File: src/common/hsdSupervisor_cfg.svh
`ifndef HSD_SUPERVISOR_CFG_SVH
`define HSD_SUPERVISOR_CFG_SVH

////////////////////////////////////////////////////////////////////////////
// Register word and index widths
`define GPIO_WIDTH                  32
`define REG_INDEX_WIDTH             3

////////////////////////////////////////////////////////////////////////////
// Register map
`define REG_BUILD_DATE              0
`define REG_MICROSECONDS            1
`define REG_SECONDS                 2
`define REG_USER_STATUS             3
`define REG_INTERLOCK               4
`define REG_SOFT_TRIGGER            5

// Indices at or above this read back as zero
`define REG_COUNT                   6

////////////////////////////////////////////////////////////////////////////
// Triggers
`define TRIGGER_BUS_WIDTH           7
`define EVR_TRIGGER_WIDTH           8

// Top bit of the stretch counter is the stretched software trigger
`define SOFT_TRIGGER_STRETCH_WIDTH  4

////////////////////////////////////////////////////////////////////////////
// Clocking and identification
`define SYSCLK_RATE                 50000000

// Firmware build identification word
`define FIRMWARE_BUILD_DATE         32'h4B1D_7A3C

`endif

File: src/common/hsdPkg.sv
`include "hsdSupervisor_cfg.svh"

package hsdPkg;

    ////////////////////////////////////////////////////////////////////////
    // Register access types
    typedef logic [`REG_INDEX_WIDTH-1:0] regIndex_t;
    typedef logic [`GPIO_WIDTH-1:0]      gpioWord_t;

    // Bit 0 is the software trigger, bits 1 to 6 are event triggers 2 to 7
    typedef logic [`TRIGGER_BUS_WIDTH-1:0] triggerBus_t;

    ////////////////////////////////////////////////////////////////////////
    // User status word
    // Raw view for readback, field view for assembly
    typedef union packed {
        gpioWord_t raw;
        struct packed {
            logic                          resetSwitch;
            logic                          displaySwitch;
            logic [4:0]                    reservedHigh;
            logic                          clkLocked;
            logic [`EVR_TRIGGER_WIDTH-1:0] evrTriggers;
            logic [7:0]                    reservedLow;
            logic [7:0]                    dipSwitch;
        } fields;
    } userStatus_u;

endpackage

File: src/common/csrBus.sv
`timescale 1ns/100ps
`include "hsdSupervisor_cfg.svh"

interface csrBus import hsdPkg::*; ();

    // One-cycle write strobes, one bit per register index
    logic [`REG_COUNT-1:0] strobes;

    // Write data, valid in the same cycle as the strobe
    gpioWord_t             gpioOut;

    // Readback words
    gpioWord_t             microseconds;
    gpioWord_t             seconds;
    userStatus_u           userStatus;
    gpioWord_t             interlockStatus;

    modport control (
        output strobes,
        output gpioOut,
        input  microseconds,
        input  seconds,
        input  userStatus,
        input  interlockStatus
    );

    modport uptime (output microseconds, output seconds);

    modport trigger (input strobes);

    modport panel (output userStatus);

    modport relay (input strobes, input gpioOut, output interlockStatus);

endinterface

File: src/gpioRegisterFile.sv
`timescale 1ns/100ps
`include "hsdSupervisor_cfg.svh"

module gpioRegisterFile import hsdPkg::*; (
    input  logic       sysClk,
    input  logic       rst,
    input  logic       wrStrobe,
    input  regIndex_t  wrAddr,
    input  gpioWord_t  wrData,
    input  regIndex_t  rdAddr,
    output gpioWord_t  rdData,
    csrBus.control     bus
);

    logic [`REG_COUNT-1:0] strobeDecode;
    gpioWord_t             readWord;

    ////////////////////////////////////////////////////////////////////////
    // Write side
    // Decode the index into a one-hot strobe, unknown indices give none
    always_comb begin
        strobeDecode = '0;
        for (int i = 0; i < `REG_COUNT; i++) begin
            if (wrStrobe && (wrAddr == regIndex_t'(i))) begin
                strobeDecode[i] = 1'b1;
            end
        end
    end

    always_ff @(posedge sysClk) begin
        if (rst) begin
            bus.strobes <= '0;
        end else begin
            bus.strobes <= strobeDecode;
        end
    end

    // Write data lines up with the strobe
    always_ff @(posedge sysClk) begin
        if (wrStrobe) begin
            bus.gpioOut <= wrData;
        end
    end

    ////////////////////////////////////////////////////////////////////////
    // Read side
    always_comb begin
        case (rdAddr)
            regIndex_t'(`REG_BUILD_DATE): begin
                readWord = `FIRMWARE_BUILD_DATE;
            end
            regIndex_t'(`REG_MICROSECONDS): begin
                readWord = bus.microseconds;
            end
            regIndex_t'(`REG_SECONDS): begin
                readWord = bus.seconds;
            end
            regIndex_t'(`REG_USER_STATUS): begin
                readWord = bus.userStatus.raw;
            end
            regIndex_t'(`REG_INTERLOCK): begin
                readWord = bus.interlockStatus;
            end
            // Soft trigger is write only
            default: begin
                readWord = '0;
            end
        endcase
    end

    // Readback follows rdAddr with one cycle of latency
    always_ff @(posedge sysClk) begin
        rdData <= readWord;
    end

endmodule

File: src/uptimeCounters.sv
`timescale 1ns/100ps
`include "hsdSupervisor_cfg.svh"

module uptimeCounters #(
    parameter int CLK_RATE = `SYSCLK_RATE
) (
    input  logic   sysClk,
    input  logic   rst,
    csrBus.uptime  bus
);

    localparam int TICKS_PER_US   = CLK_RATE / 1000000;
    localparam int PRESCALE_WIDTH = $clog2(TICKS_PER_US + 1);
    localparam int US_PER_SECOND  = 1000000;
    localparam int US_WIDTH       = $clog2(US_PER_SECOND);

    logic [PRESCALE_WIDTH-1:0] prescaler;
    logic [US_WIDTH-1:0]       usInSecond;

    ////////////////////////////////////////////////////////////////////////
    // Microsecond prescaler and second rollover
    always_ff @(posedge sysClk) begin
        if (rst) begin
            prescaler        <= PRESCALE_WIDTH'(TICKS_PER_US - 1);
            usInSecond       <= '0;
            bus.microseconds <= '0;
            bus.seconds      <= '0;
        end else if (prescaler == '0) begin
            prescaler        <= PRESCALE_WIDTH'(TICKS_PER_US - 1);
            bus.microseconds <= bus.microseconds + 1'b1;

            // One second every million microseconds
            if (usInSecond == US_WIDTH'(US_PER_SECOND - 1)) begin
                usInSecond  <= '0;
                bus.seconds <= bus.seconds + 1'b1;
            end else begin
                usInSecond <= usInSecond + 1'b1;
            end
        end else begin
            prescaler <= prescaler - 1'b1;
        end
    end

endmodule

File: src/triggerUnit.sv
`timescale 1ns/100ps
`include "hsdSupervisor_cfg.svh"

module triggerUnit import hsdPkg::*; (
    input  logic                          sysClk,
    input  logic                          rst,
    input  logic [`EVR_TRIGGER_WIDTH-1:0] evrTriggers,
    output triggerBus_t                   triggerStrobes,
    csrBus.trigger                        bus
);

    localparam int STRETCH_WIDTH = `SOFT_TRIGGER_STRETCH_WIDTH;

    logic [STRETCH_WIDTH-1:0] stretchCount;
    logic                     softTrigger;
    triggerBus_t              mergedTriggers;
    triggerBus_t              triggerMeta;
    triggerBus_t              triggerSync;
    triggerBus_t              triggerDelay;

    ////////////////////////////////////////////////////////////////////////
    // Software trigger stretcher
    // Load all ones, then count down while the top bit is set
    assign softTrigger = stretchCount[STRETCH_WIDTH-1];

    always_ff @(posedge sysClk) begin
        if (rst) begin
            stretchCount <= '0;
        end else if (bus.strobes[`REG_SOFT_TRIGGER]) begin
            stretchCount <= '1;
        end else if (softTrigger) begin
            stretchCount <= stretchCount - 1'b1;
        end
    end

    // Event triggers 0 and 1 are heartbeat and PPS, not acquisition triggers
    assign mergedTriggers = {evrTriggers[`EVR_TRIGGER_WIDTH-1:2], softTrigger};

    ////////////////////////////////////////////////////////////////////////
    // Synchronizer and rising edge detect
    always_ff @(posedge sysClk) begin
        if (rst) begin
            triggerMeta    <= '0;
            triggerSync    <= '0;
            triggerDelay   <= '0;
            triggerStrobes <= '0;
        end else begin
            triggerMeta    <= mergedTriggers;
            triggerSync    <= triggerMeta;
            triggerDelay   <= triggerSync;
            triggerStrobes <= triggerSync & ~triggerDelay;
        end
    end

endmodule

File: src/frontPanel.sv
`timescale 1ns/100ps
`include "hsdSupervisor_cfg.svh"

module frontPanel import hsdPkg::*; (
    input  logic                          sysClk,
    input  logic                          rst,
    input  logic                          pmodResetSwitch,
    input  logic                          pmodDisplaySwitch,
    input  logic                          buttonWest,
    input  logic                          buttonEast,
    input  logic                          clkLocked,
    input  logic [`EVR_TRIGGER_WIDTH-1:0] evrTriggers,
    input  logic [7:0]                    dipSwitch,
    csrBus.panel                          bus
);

    logic        resetSwitchMeta;
    logic        resetSwitch;
    logic        displaySwitchMeta;
    logic        displaySwitch;
    userStatus_u status;

    ////////////////////////////////////////////////////////////////////////
    // Operator switches
    // On-board buttons stand in when the front panel is absent
    always_ff @(posedge sysClk) begin
        if (rst) begin
            resetSwitchMeta   <= 1'b0;
            resetSwitch       <= 1'b0;
            displaySwitchMeta <= 1'b0;
            displaySwitch     <= 1'b0;
        end else begin
            resetSwitchMeta   <= !pmodResetSwitch || buttonWest;
            displaySwitchMeta <= !pmodDisplaySwitch || buttonEast;
            resetSwitch       <= resetSwitchMeta;
            displaySwitch     <= displaySwitchMeta;
        end
    end

    ////////////////////////////////////////////////////////////////////////
    // User status word
    always_comb begin
        status.fields.resetSwitch   = resetSwitch;
        status.fields.displaySwitch = displaySwitch;
        status.fields.reservedHigh  = '0;
        status.fields.clkLocked     = clkLocked;
        status.fields.evrTriggers   = evrTriggers;
        status.fields.reservedLow   = '0;
        // Serial number of the front end board
        status.fields.dipSwitch     = dipSwitch;
    end

    assign bus.userStatus = status;

endmodule

File: src/interlock.sv
`timescale 1ns/100ps
`include "hsdSupervisor_cfg.svh"

module interlock import hsdPkg::*; (
    input  logic       sysClk,
    input  logic       rst,
    input  logic       pmodResetButton,
    input  logic       pmodRelayOpen,
    input  logic       pmodRelayClosed,
    input  logic       buttonNorth,
    output logic       relayControl,
    output logic [7:0] leds,
    csrBus.relay       bus
);

    logic      resetButton;
    logic      relayOpen;
    logic      relayClosed;
    gpioWord_t statusWord;

    // Relay contacts and the reset button are active low
    assign resetButton = !pmodResetButton || buttonNorth;
    assign relayOpen   = !pmodRelayOpen;
    assign relayClosed = !pmodRelayClosed;

    always_ff @(posedge sysClk) begin
        if (rst) begin
            relayControl <= 1'b0;
        end else if (bus.strobes[`REG_INTERLOCK]) begin
            relayControl <= bus.gpioOut[0];
        end
    end

    assign statusWord = {{(`GPIO_WIDTH-4){1'b0}}, relayClosed, relayOpen,
                         relayControl, resetButton};
    assign bus.interlockStatus = statusWord;

    // Upper nibble mirrors the interlock, lower nibble unused
    assign leds = {resetButton, relayOpen, relayClosed, relayControl, 4'b0};

endmodule

File: src/hsdSupervisor.sv
`timescale 1ns/100ps
`include "hsdSupervisor_cfg.svh"

module hsdSupervisor (
    input  logic                          sysClk,
    input  logic                          rst,

    // Register access
    input  logic                          wrStrobe,
    input  logic [`REG_INDEX_WIDTH-1:0]   wrAddr,
    input  logic [`GPIO_WIDTH-1:0]        wrData,
    input  logic [`REG_INDEX_WIDTH-1:0]   rdAddr,
    output logic [`GPIO_WIDTH-1:0]        rdData,

    // Board inputs
    input  logic [`EVR_TRIGGER_WIDTH-1:0] evrTriggers,
    input  logic                          clkLocked,
    input  logic                          pmodResetSwitch,
    input  logic                          pmodDisplaySwitch,
    input  logic                          pmodResetButton,
    input  logic                          pmodRelayOpen,
    input  logic                          pmodRelayClosed,
    input  logic                          buttonWest,
    input  logic                          buttonEast,
    input  logic                          buttonNorth,
    input  logic [7:0]                    dipSwitch,

    // Board outputs
    output logic [7:0]                    leds,
    output logic                          relayControl,
    output logic [`TRIGGER_BUS_WIDTH-1:0] triggerStrobes
);

    csrBus csr ();

    ////////////////////////////////////////////////////////////////////////
    // Register bank
    gpioRegisterFile i_gpioRegisterFile (
        .sysClk   (sysClk),
        .rst      (rst),
        .wrStrobe (wrStrobe),
        .wrAddr   (wrAddr),
        .wrData   (wrData),
        .rdAddr   (rdAddr),
        .rdData   (rdData),
        .bus      (csr.control)
    );

    ////////////////////////////////////////////////////////////////////////
    // Timekeeping
    uptimeCounters #(
        .CLK_RATE (`SYSCLK_RATE)
    ) i_uptimeCounters (
        .sysClk (sysClk),
        .rst    (rst),
        .bus    (csr.uptime)
    );

    ////////////////////////////////////////////////////////////////////////
    // Triggers, front panel and interlock
    triggerUnit i_triggerUnit (
        .sysClk         (sysClk),
        .rst            (rst),
        .evrTriggers    (evrTriggers),
        .triggerStrobes (triggerStrobes),
        .bus            (csr.trigger)
    );

    frontPanel i_frontPanel (
        .sysClk            (sysClk),
        .rst               (rst),
        .pmodResetSwitch   (pmodResetSwitch),
        .pmodDisplaySwitch (pmodDisplaySwitch),
        .buttonWest        (buttonWest),
        .buttonEast        (buttonEast),
        .clkLocked         (clkLocked),
        .evrTriggers       (evrTriggers),
        .dipSwitch         (dipSwitch),
        .bus               (csr.panel)
    );

    interlock i_interlock (
        .sysClk          (sysClk),
        .rst             (rst),
        .pmodResetButton (pmodResetButton),
        .pmodRelayOpen   (pmodRelayOpen),
        .pmodRelayClosed (pmodRelayClosed),
        .buttonNorth     (buttonNorth),
        .relayControl    (relayControl),
        .leds            (leds),
        .bus             (csr.relay)
    );

endmodule

File: config.mk
export PLATFORM = sky130hd
export DESIGN_NAME = hsdSupervisor
export DESIGN_NICKNAME = d
export VERILOG_FILES = /design/src/common/hsdPkg.sv /design/src/common/csrBus.sv /design/src/gpioRegisterFile.sv /design/src/uptimeCounters.sv /design/src/triggerUnit.sv /design/src/frontPanel.sv /design/src/interlock.sv /design/src/hsdSupervisor.sv
export VERILOG_INCLUDE_DIRS = /design/src /design/src/common
export SDC_FILE = /design/constraint.sdc
export NUM_CORES = 1
export LEC_CHECK = 0
export ABC_AREA = 0
export BUFFER_PORTS_ARGS = -buffer_cell sky130_fd_sc_hd__buf_2
export CELL_PAD_IN_SITES_DETAIL_PLACEMENT = 0
export CELL_PAD_IN_SITES_GLOBAL_PLACEMENT = 1
export CORE_UTILIZATION = 41
export DETAILED_ROUTE_END_ITERATION = 10
export HOLD_SLACK_MARGIN = 0.12
export PLACE_DENSITY = 0.85
export RECOVER_POWER = 25
export SLEW_MARGIN = 20
export SYNTH_ARGS = -nofsm -noshare
export SYNTH_HDL_FRONTEND = slang
export SYNTH_HIERARCHICAL = 1
export SYNTH_SLANG_ARGS = --single-unit
File: constraint.sdc
create_clock -name sysClk -period 2.5 [get_ports sysClk]
set_input_delay 0.375 -clock sysClk [delete_from_list [all_inputs] [get_ports sysClk]]
set_output_delay 0.375 -clock sysClk [all_outputs]
set_load 0.01 [all_outputs]
Word level (Yosys, flattened, before mapping)
Cells that the tools add are included.
Word-level totals
  register bits: 166
  input bits: 66
  output and inout port bits: 48
  logic and storage cells: 65
Cells by class
  add/subtract/negate cells: 5
  equality and inequality tests: 10
  muxes and demuxes: 10
  bitwise operators: 2
  reduce and logical (&&, ||, !) cells: 20
Operators with widths (number)
  one-hot mux 32 bit (5 select lines): 1
  adder 32 x 1 -> 32 bit, second input constant: 2
  adder 20 x 1 -> 20 bit, second input constant: 1
  equality test 20 bit, second input constant: 1
  two-way mux 20 bit: 1
  equality test 3 x 2 -> 1 bit, second input constant: 4
  equality test 3 bit, second input constant: 3
  two-way mux 4 bit: 2
  bitwise AND 7 bit: 1
  NOT 7 bit: 1
  equality test 3 x 1 -> 1 bit, second input constant: 2
  logical AND 1 bit: 6
  zero test 3 bit: 2
  zero test 6 bit: 1
  two-way mux 1 bit: 6
  subtractor 6 x 1 -> 6 bit, second input constant: 1
  zero test 1 bit: 5
  subtractor 4 x 1 -> 4 bit, second input constant: 1
  logical OR 1 bit: 3
  AND reduction 2 bit: 1
  nonzero test 2 bit: 1
  OR reduction 2 bit: 1

Longest topological paths before layout
Gate-level depths: netlist of run 1.
  depth in word-level cells: 3
  gate-level depth with buffers: 10
  mapped depth without buffers: 7

Modules after synthesis
The synthesis of run 1 kept the hierarchy.
Modules (own cells, without submodules)
  uptimeCounters: instances 1, cells each 486, area an instance 4207.8 um^2
  gpioRegisterFile: instances 1, cells each 216, area an instance 2762.6 um^2
  triggerUnit: instances 1, cells each 76, area an instance 924.6 um^2
  frontPanel: instances 1, cells each 43, area an instance 354.1 um^2
  interlock: instances 1, cells each 47, area an instance 351.6 um^2

Worst setup path before layout of run 1
Ideal clock, no wire load.
  kind: register -> register
  start point: register i_uptimeCounters.prescaler[0]
  end point: register i_uptimeCounters.usInSecond[10]
  data arrival time: 2.169 ns
  required time: 2.383 ns
  path slack: 0.213 ns
  stages on the path, launching flop included: 11
  buffers on the path: 3
  period minus slack after synthesis: 2.287 ns
  cell sequence: dfxtp_1 > inv_1 > ha_1 > or4b_4 > nor2_1 > and3_1 > clkbuf_1 > or2_2 > buf_2 > buf_2 > nor2_1
Between the ends
  longest elaborated chain between the ends: 1
RTL lines
  start, declared: line uptimeCounters.sv:17  | logic [PRESCALE_WIDTH-1:0] prescaler;
  start signal, assigned: line uptimeCounters.sv:24  | prescaler <= PRESCALE_WIDTH'(TICKS_PER_US - 1);
  start signal, assigned: line uptimeCounters.sv:29  | prescaler <= PRESCALE_WIDTH'(TICKS_PER_US - 1);
  start signal, assigned: line uptimeCounters.sv:40  | prescaler <= prescaler - 1'b1;
  zero test 6 bit: line uptimeCounters.sv:28  | end else if (prescaler == '0) begin
  end signal, assigned: line uptimeCounters.sv:37  | usInSecond <= usInSecond + 1'b1;
  end, declared: line uptimeCounters.sv:18  | logic [US_WIDTH-1:0] usInSecond;
Every way passes these cells.
A chain may end at the register's enable or synchronous reset.

Final worst setup path of run 1
  start point: register i_uptimeCounters.bus.seconds[0]
  end point: register i_uptimeCounters.bus.seconds[30]
Between the ends
  longest elaborated chain between the ends: 1
RTL lines
  start, declared: line csrBus.sv:27  | modport uptime (output microseconds, output seconds);
  start signal, assigned: line uptimeCounters.sv:35  | bus.seconds <= bus.seconds + 1'b1;
  adder 32 x 1 -> 32 bit: line uptimeCounters.sv:35
Every way passes these cells.

==> results of run 1 <==
==> worst max-delay path: stages (launching register included) <==
cell and delay (ns):
dfxtp_1 0.41, ha_1 0.21, or3b_2 0.48, nor4_4 0.27, buf_4 0.18, nand4_4 0.17
or3_1 0.41, a21oi_1 0.14
==> where the power goes <==
part / switching (mW) / internal [mW]
Combinational: 0.201 / 0.136
Clock: 1.27 / 1.37
Sequential: 0.0242 / 2.65
Total: 1.50 / 4.15
==> routing by layer <==
| metal | vias up | GRT usage | wire length (um) |
|---|---|---|---|
| met5 | - | 0 | 0 |
| met2 | 112 | 0.283 | 7600 |
| li1 | 2903 | - | - |
| met3 | 14 | 0.0394 | 616 |
| met1 | 2680 | 0.255 | 7860 |
| met4 | 0 | 0.0550 | 175 |
==> state kept, by name, indices dropped and copies added (netlist names), 2 cells and up <==
| register | count |
|---|---|
| i_gpioRegisterFile/rdData | 32 |
| i_uptimeCounters/bus.microseconds | 32 |
| i_uptimeCounters/bus.seconds | 32 |
| i_uptimeCounters/usInSecond | 20 |
| i_triggerUnit/triggerDelay | 7 |
| i_triggerUnit/triggerMeta | 7 |
| i_triggerUnit/triggerStrobes | 7 |
| i_triggerUnit/triggerSync | 7 |
| i_uptimeCounters/prescaler | 6 |
| i_triggerUnit/stretchCount | 4 |
| i_gpioRegisterFile/bus.strobes | 2 |
==> metrics by stage <==
| step | setup WS, ns | utilization | instances |
|---|---|---|---|
| floorplan | 0.213 | - | 871 |
| global placement | 0.127 | 0.437 | 1095 |
| detailed placement | 0.122 | 0.437 | 1095 |
| CTS | 0.0861 | 0.474 | 1130 |
| global route | 0.000757 | 0.474 | 1131 |
| finish | 0.149 | 0.474 | 1131 |
==> timing repair <==
item / in CTS / in global routing
endpoints found under the hold margin: 3 / 0
resized for setup: 0 / 3
setup buffers: 0 / 1
hold buffers: 3 / 0
endpoints found under the setup margin: 0 / 17
==> path summary, 6_finish.rpt <==
| kind | from | endpoint | slack, ns |
|---|---|---|---|
| min reg2reg | i_triggerUnit/triggerDelay[3] | i_triggerUnit/triggerStrobes[3] | 0.38 |
| min | buttonEast | i_frontPanel/displaySwitchMeta | 0.16 |
| max reg2reg | i_uptimeCounters/bus.seconds[0] | i_uptimeCounters/bus.seconds[30] | 0.15 |
| max | i_uptimeCounters/bus.seconds[0] | i_uptimeCounters/bus.seconds[30] | 0.15 |
==> area by class of cell <==
cell class / count / area (sq um)
fillers: 1760 / 9480
multi-input cells: 581 / 3700
flip-flops and latches: 162 / 3250
repair buffers: 107 / 607
clock buffers: 17 / 425
well taps: 229 / 287
clock inverters: 15 / 201
inverters: 20 / 75.1
==> cells in the final DEF, fill, tap and decap left out, drive strengths merged, types with 13 or more instances in the layout <==
cell type / instances
a21oi: 30
a22oi: 32
buf: 95
clkbuf: 26
conb: 45
dfxtp: 161
inv: 26
mux2i: 33
nand2: 36
nand2b: 24
nand3: 29
nand4: 25
nor2: 72
nor2b: 33
nor3: 13
o21ai: 40
o22ai: 15
or3: 23
xnor2: 28
xor2: 31
==> flow_summary.toml, run 1 <==
[run_status]
status = "complete, but fails checks"
violations = "max-capacitance violations, max-slew violations"

[synth]
synth_area_sq_mm = 0.00757
yosys_warnings = 6
synthCells = 828
avgSynthCellArea_sq_um = 9.14

[place]
port_buffers = 78
placed_cell_area_sq_mm = 0.00788
place.gp.congestion = 0.822
hpwl_um = 11600

[flow_run]
drv_cap = 1

[clocking]
clkLatencyLatePin_ns = 0.44
cts_buffers = 17
clockBufferDepth = 2
clkTransAtPathRegs_ns = 0.08
htreeDepth = 4
clock_tree.root_cell = "clkbuf_16"
cts.sinks = 162
cts_tree = "built"

[timing]
hold_ws_ns = 0.165
fin_skew_ns = 0.0138
maxClockFrequency_mhz = 425
grt_setup_unrepaired = "no"
period_needed_ns = 2.35
slew_viol_final = 22
worst_pin_slew_ns = 1.51
min_period_over_period = 0.940
finalSetupViolations = 0
hold_violations = 0
finalSetupTns_ns = 0
relSlewSlack = -0.00751

[floorplan]
io_pins = 114
core_sq_mm = 0.0180
rows = 49
dieHeight_um = 138
initial_core_util = 0.420
die_area_sq_mm = 0.0190
die_x_um = 138

[routing]
num_vias = 5709
dr.pass1.iters = 4
antenna_left = 0
wl_per_cell_um = 14.4
drtIter0Drc = 399
wl_um = 16300
vias_per_cell = 5.05
drc_errors = 0

[worst_setup_path]
crit_required_ns = 2.86
rr_worst_depth = 7
cp.arrival_ns = 2.71
cp-start-kind = "flop"
path_class = "reg -> reg"
crit_fanout = 9
endpoint_kind = "flop"

[grt]
antenna_found_initial = 0
grt_pass1_vias = 5170
grt_overflow = 0
grt_usage = 0.184
grt_max_degree = 46
grt_pass1_wl_um = 26600

[cells_and_area]
syn2layout_area_growth_pct = 13.0
fin_area_sq_mm = 0.00855
final_nets = 960
n_antenna_cell = 0
drive_gt1_frac = 0.164

[pwr]
powerDensity_mw_per_mm2 = 661
p_total_mw = 5.65
irDropWorstVdd_mv = 0.425
p_leak_nw = 3.38

[hold_path]
holdPathStages = 3
hold_class = "in -> reg"
No activity file was read; power rests on OpenSTA's default activity.
==> run 2, diff against run 1 <==
Settings changed: ABC_AREA 0 to 1, CORE_UTILIZATION 41 to 39, PLACE_DENSITY 0.85 to not set, PLACE_DENSITY_LB_ADDON set to 0.1.
==> run 2 against run 1 <==
Against the previous run: wire length grew 47%; the flow still finishes with violations (max-capacitance violations, max-slew violations); highest routed layer unchanged; flip-flop and latch count did not move; sequential share of layout area decreased by 4.6 points; synthesized cell count grew 59%; critical endpoint is now i_uptimeCounters/bus.microseconds[23]; cell area grew 14%; cell count increased by 46%; global-route usage increased by 2.7 points; utilization shrank 4.4 points; largest power group unchanged; setup slack improved by 0.47 ns; register-to-register slack gained 0.47 ns; first-iteration DRC count up 8.3%; critical path depth is 2 higher.
==> flow_summary.toml, run 2 <==
[run_status]
status = "complete, but fails checks"
violations = "max-capacitance violations, max-slew violations"

[routing]
drtIter0Drc = 432
num_vias = 7859
wl_per_cell_um = 14.4
antenna_left = 0
wl_um = 23800
dr.pass1.iters = 5
drc_errors = 0
vias_per_cell = 4.75

[pwr]
p_sw_mw = 1.53
p_leak_nw = 4.03
seqPwrFrac = 0.474
switching_share = 0.271
p_int_mw = 4.10
p_comb_frac = 0.064
irDropWorstVdd_mv = 0.333
clkPwrFrac = 0.463
powerDensity_mw_per_mm2 = 580

[grt]
grt_pass1_wl_um = 38600
antenna_found_initial = 0
grt_max_degree = 81
grt_usage = 0.210
grt_overflow = 0
grt_pass1_vias = 7266

[clocking]
cts-resized-gates = 0
cts_tree = "built"
htreeDepth = 4
cts_buffers = 17
cts.sinks = 162
clkTransAtPathRegs_ns = 0.07
clockBufferDepth = 2
clock_tree.root_cell = "clkbuf_16"
clkLatencyLatePin_ns = 0.44
hold_buffers = 3
postCtsSetupBuffers = 0

[timing]
setup_ws_ns = 0.614
maxClockFrequency_mhz = 530
fin_skew_ns = 0.0133
finalSetupTns_ns = 0
slew_viol_final = 81
period_needed_ns = 1.89
min_period_over_period = 0.754
worst_pin_slew_ns = 1.84
hold_violations = 0
finalSetupViolations = 0
grt_setup_unrepaired = "no"
relSlewSlack = -0.228

[floorplan]
dieHeight_um = 153
core_sq_mm = 0.0226
die_area_sq_mm = 0.0235
rows = 55
initial_core_util = 0.396
io_pins = 114
die_x_um = 153

[worst_setup_path]
cp.arrival_ns = 2.22
regToRegSetupSlack_ns = 0.61
crit_required_ns = 2.83
path_class = "reg -> reg"
crit_fanout = 11
endpoint_kind = "flop"
cp-start-kind = "flop"

[cells_and_area]
syn2layout_area_growth_pct = 8.71
drive_gt1_frac = 0.124
final_common_cell = "nand2_1"
reg_top3 = "i_gpioRegisterFile/rdData: 32 flops, i_uptimeCounters/bus.microseconds: 32 flops, i_uptimeCounters/bus.seconds: 32 flops"
final_core_util = 0.431
final_nets = 1427
n_antenna_cell = 0
mostFrequentLayoutCells = "nand2_1, nor2_1, dfxtp_1"

[place]
port_buffers = 78
place.gp.congestion = 0.809
dp_slack_ns = 0.608
hpwl_um = 17500

[synth]
avgSynthCellArea_sq_um = 6.79
synth_area_sq_mm = 0.00894
synthCells = 1317
yosys_warnings = 6

[flow_run]
drv_cap = 1

[hold_path]
hold_class = "in -> reg"
==> run 2: power by group through the flow <==
stage	Combinational (mW)	Sequential, mW	Clock, mW
floorplan	0.303	2.75	0
global placement	0.360	2.73	0
detailed placement	0.361	2.73	0
CTS	0.366	2.67	2.69
global route	0.404	2.67	2.80
finish	0.358	2.67	2.61
==> run 2: worst max-delay path, cell delays in order (launching register included) <==
cell,delay (ns)
dfxtp_1,0.31
inv_1,0.07
ha_1,0.27
nand3_4,0.27
nor2_4,0.24
nand3_1,0.19
nor2_1,0.21
nand3_1,0.10
nand2_1,0.07
nor2_1,0.03
==> run 2: final timing paths <==
kind / from / cells after the start / end
min reg2reg: i_triggerUnit/triggerDelay[1] / 1 / i_triggerUnit/triggerStrobes[1]
min: evrTriggers[2] / 3 / i_triggerUnit/triggerMeta[1]
max: i_uptimeCounters/prescaler[0] / 9 / i_uptimeCounters/bus.microseconds[23]
max reg2reg: i_uptimeCounters/prescaler[0] / 9 / i_uptimeCounters/bus.microseconds[23]
==> run 2: layout make-up <==
type	count	area, sq um
clock buffer	17	425
multi-input combinational	924	4420
clock inverter	15	158
sequential	162	3250
fill	2425	12900
timing repair buffer	94	510
tap	285	357
inverter	157	594
==> run 2: stage by stage <==
stage / power, mW / std cells / hold slack (ns) / instance area [sq um]
after global placement: 3.09 / 1619 / 0.377 / 9130
final: 5.63 / 1654 / 0.154 / 9720
after detailed placement: 3.09 / 1619 / 0.381 / 9130
after floorplan: 3.05 / 1360 / 0.366 / 9100
after global routing: 5.88 / 1654 / 0.151 / 9720
after CTS: 5.72 / 1654 / 0.133 / 9740
==> run 2: routing by layer <==
layer	part of all wire	track usage	routed length (um)	vias to the layer above
met5	0	0	0	-
met4	0.011	0.0510	255	0
met3	0.039	0.0340	923	22
met2	0.47	0.356	11200	136
met1	0.48	0.278	11500	3530
li1	-	-	-	4171
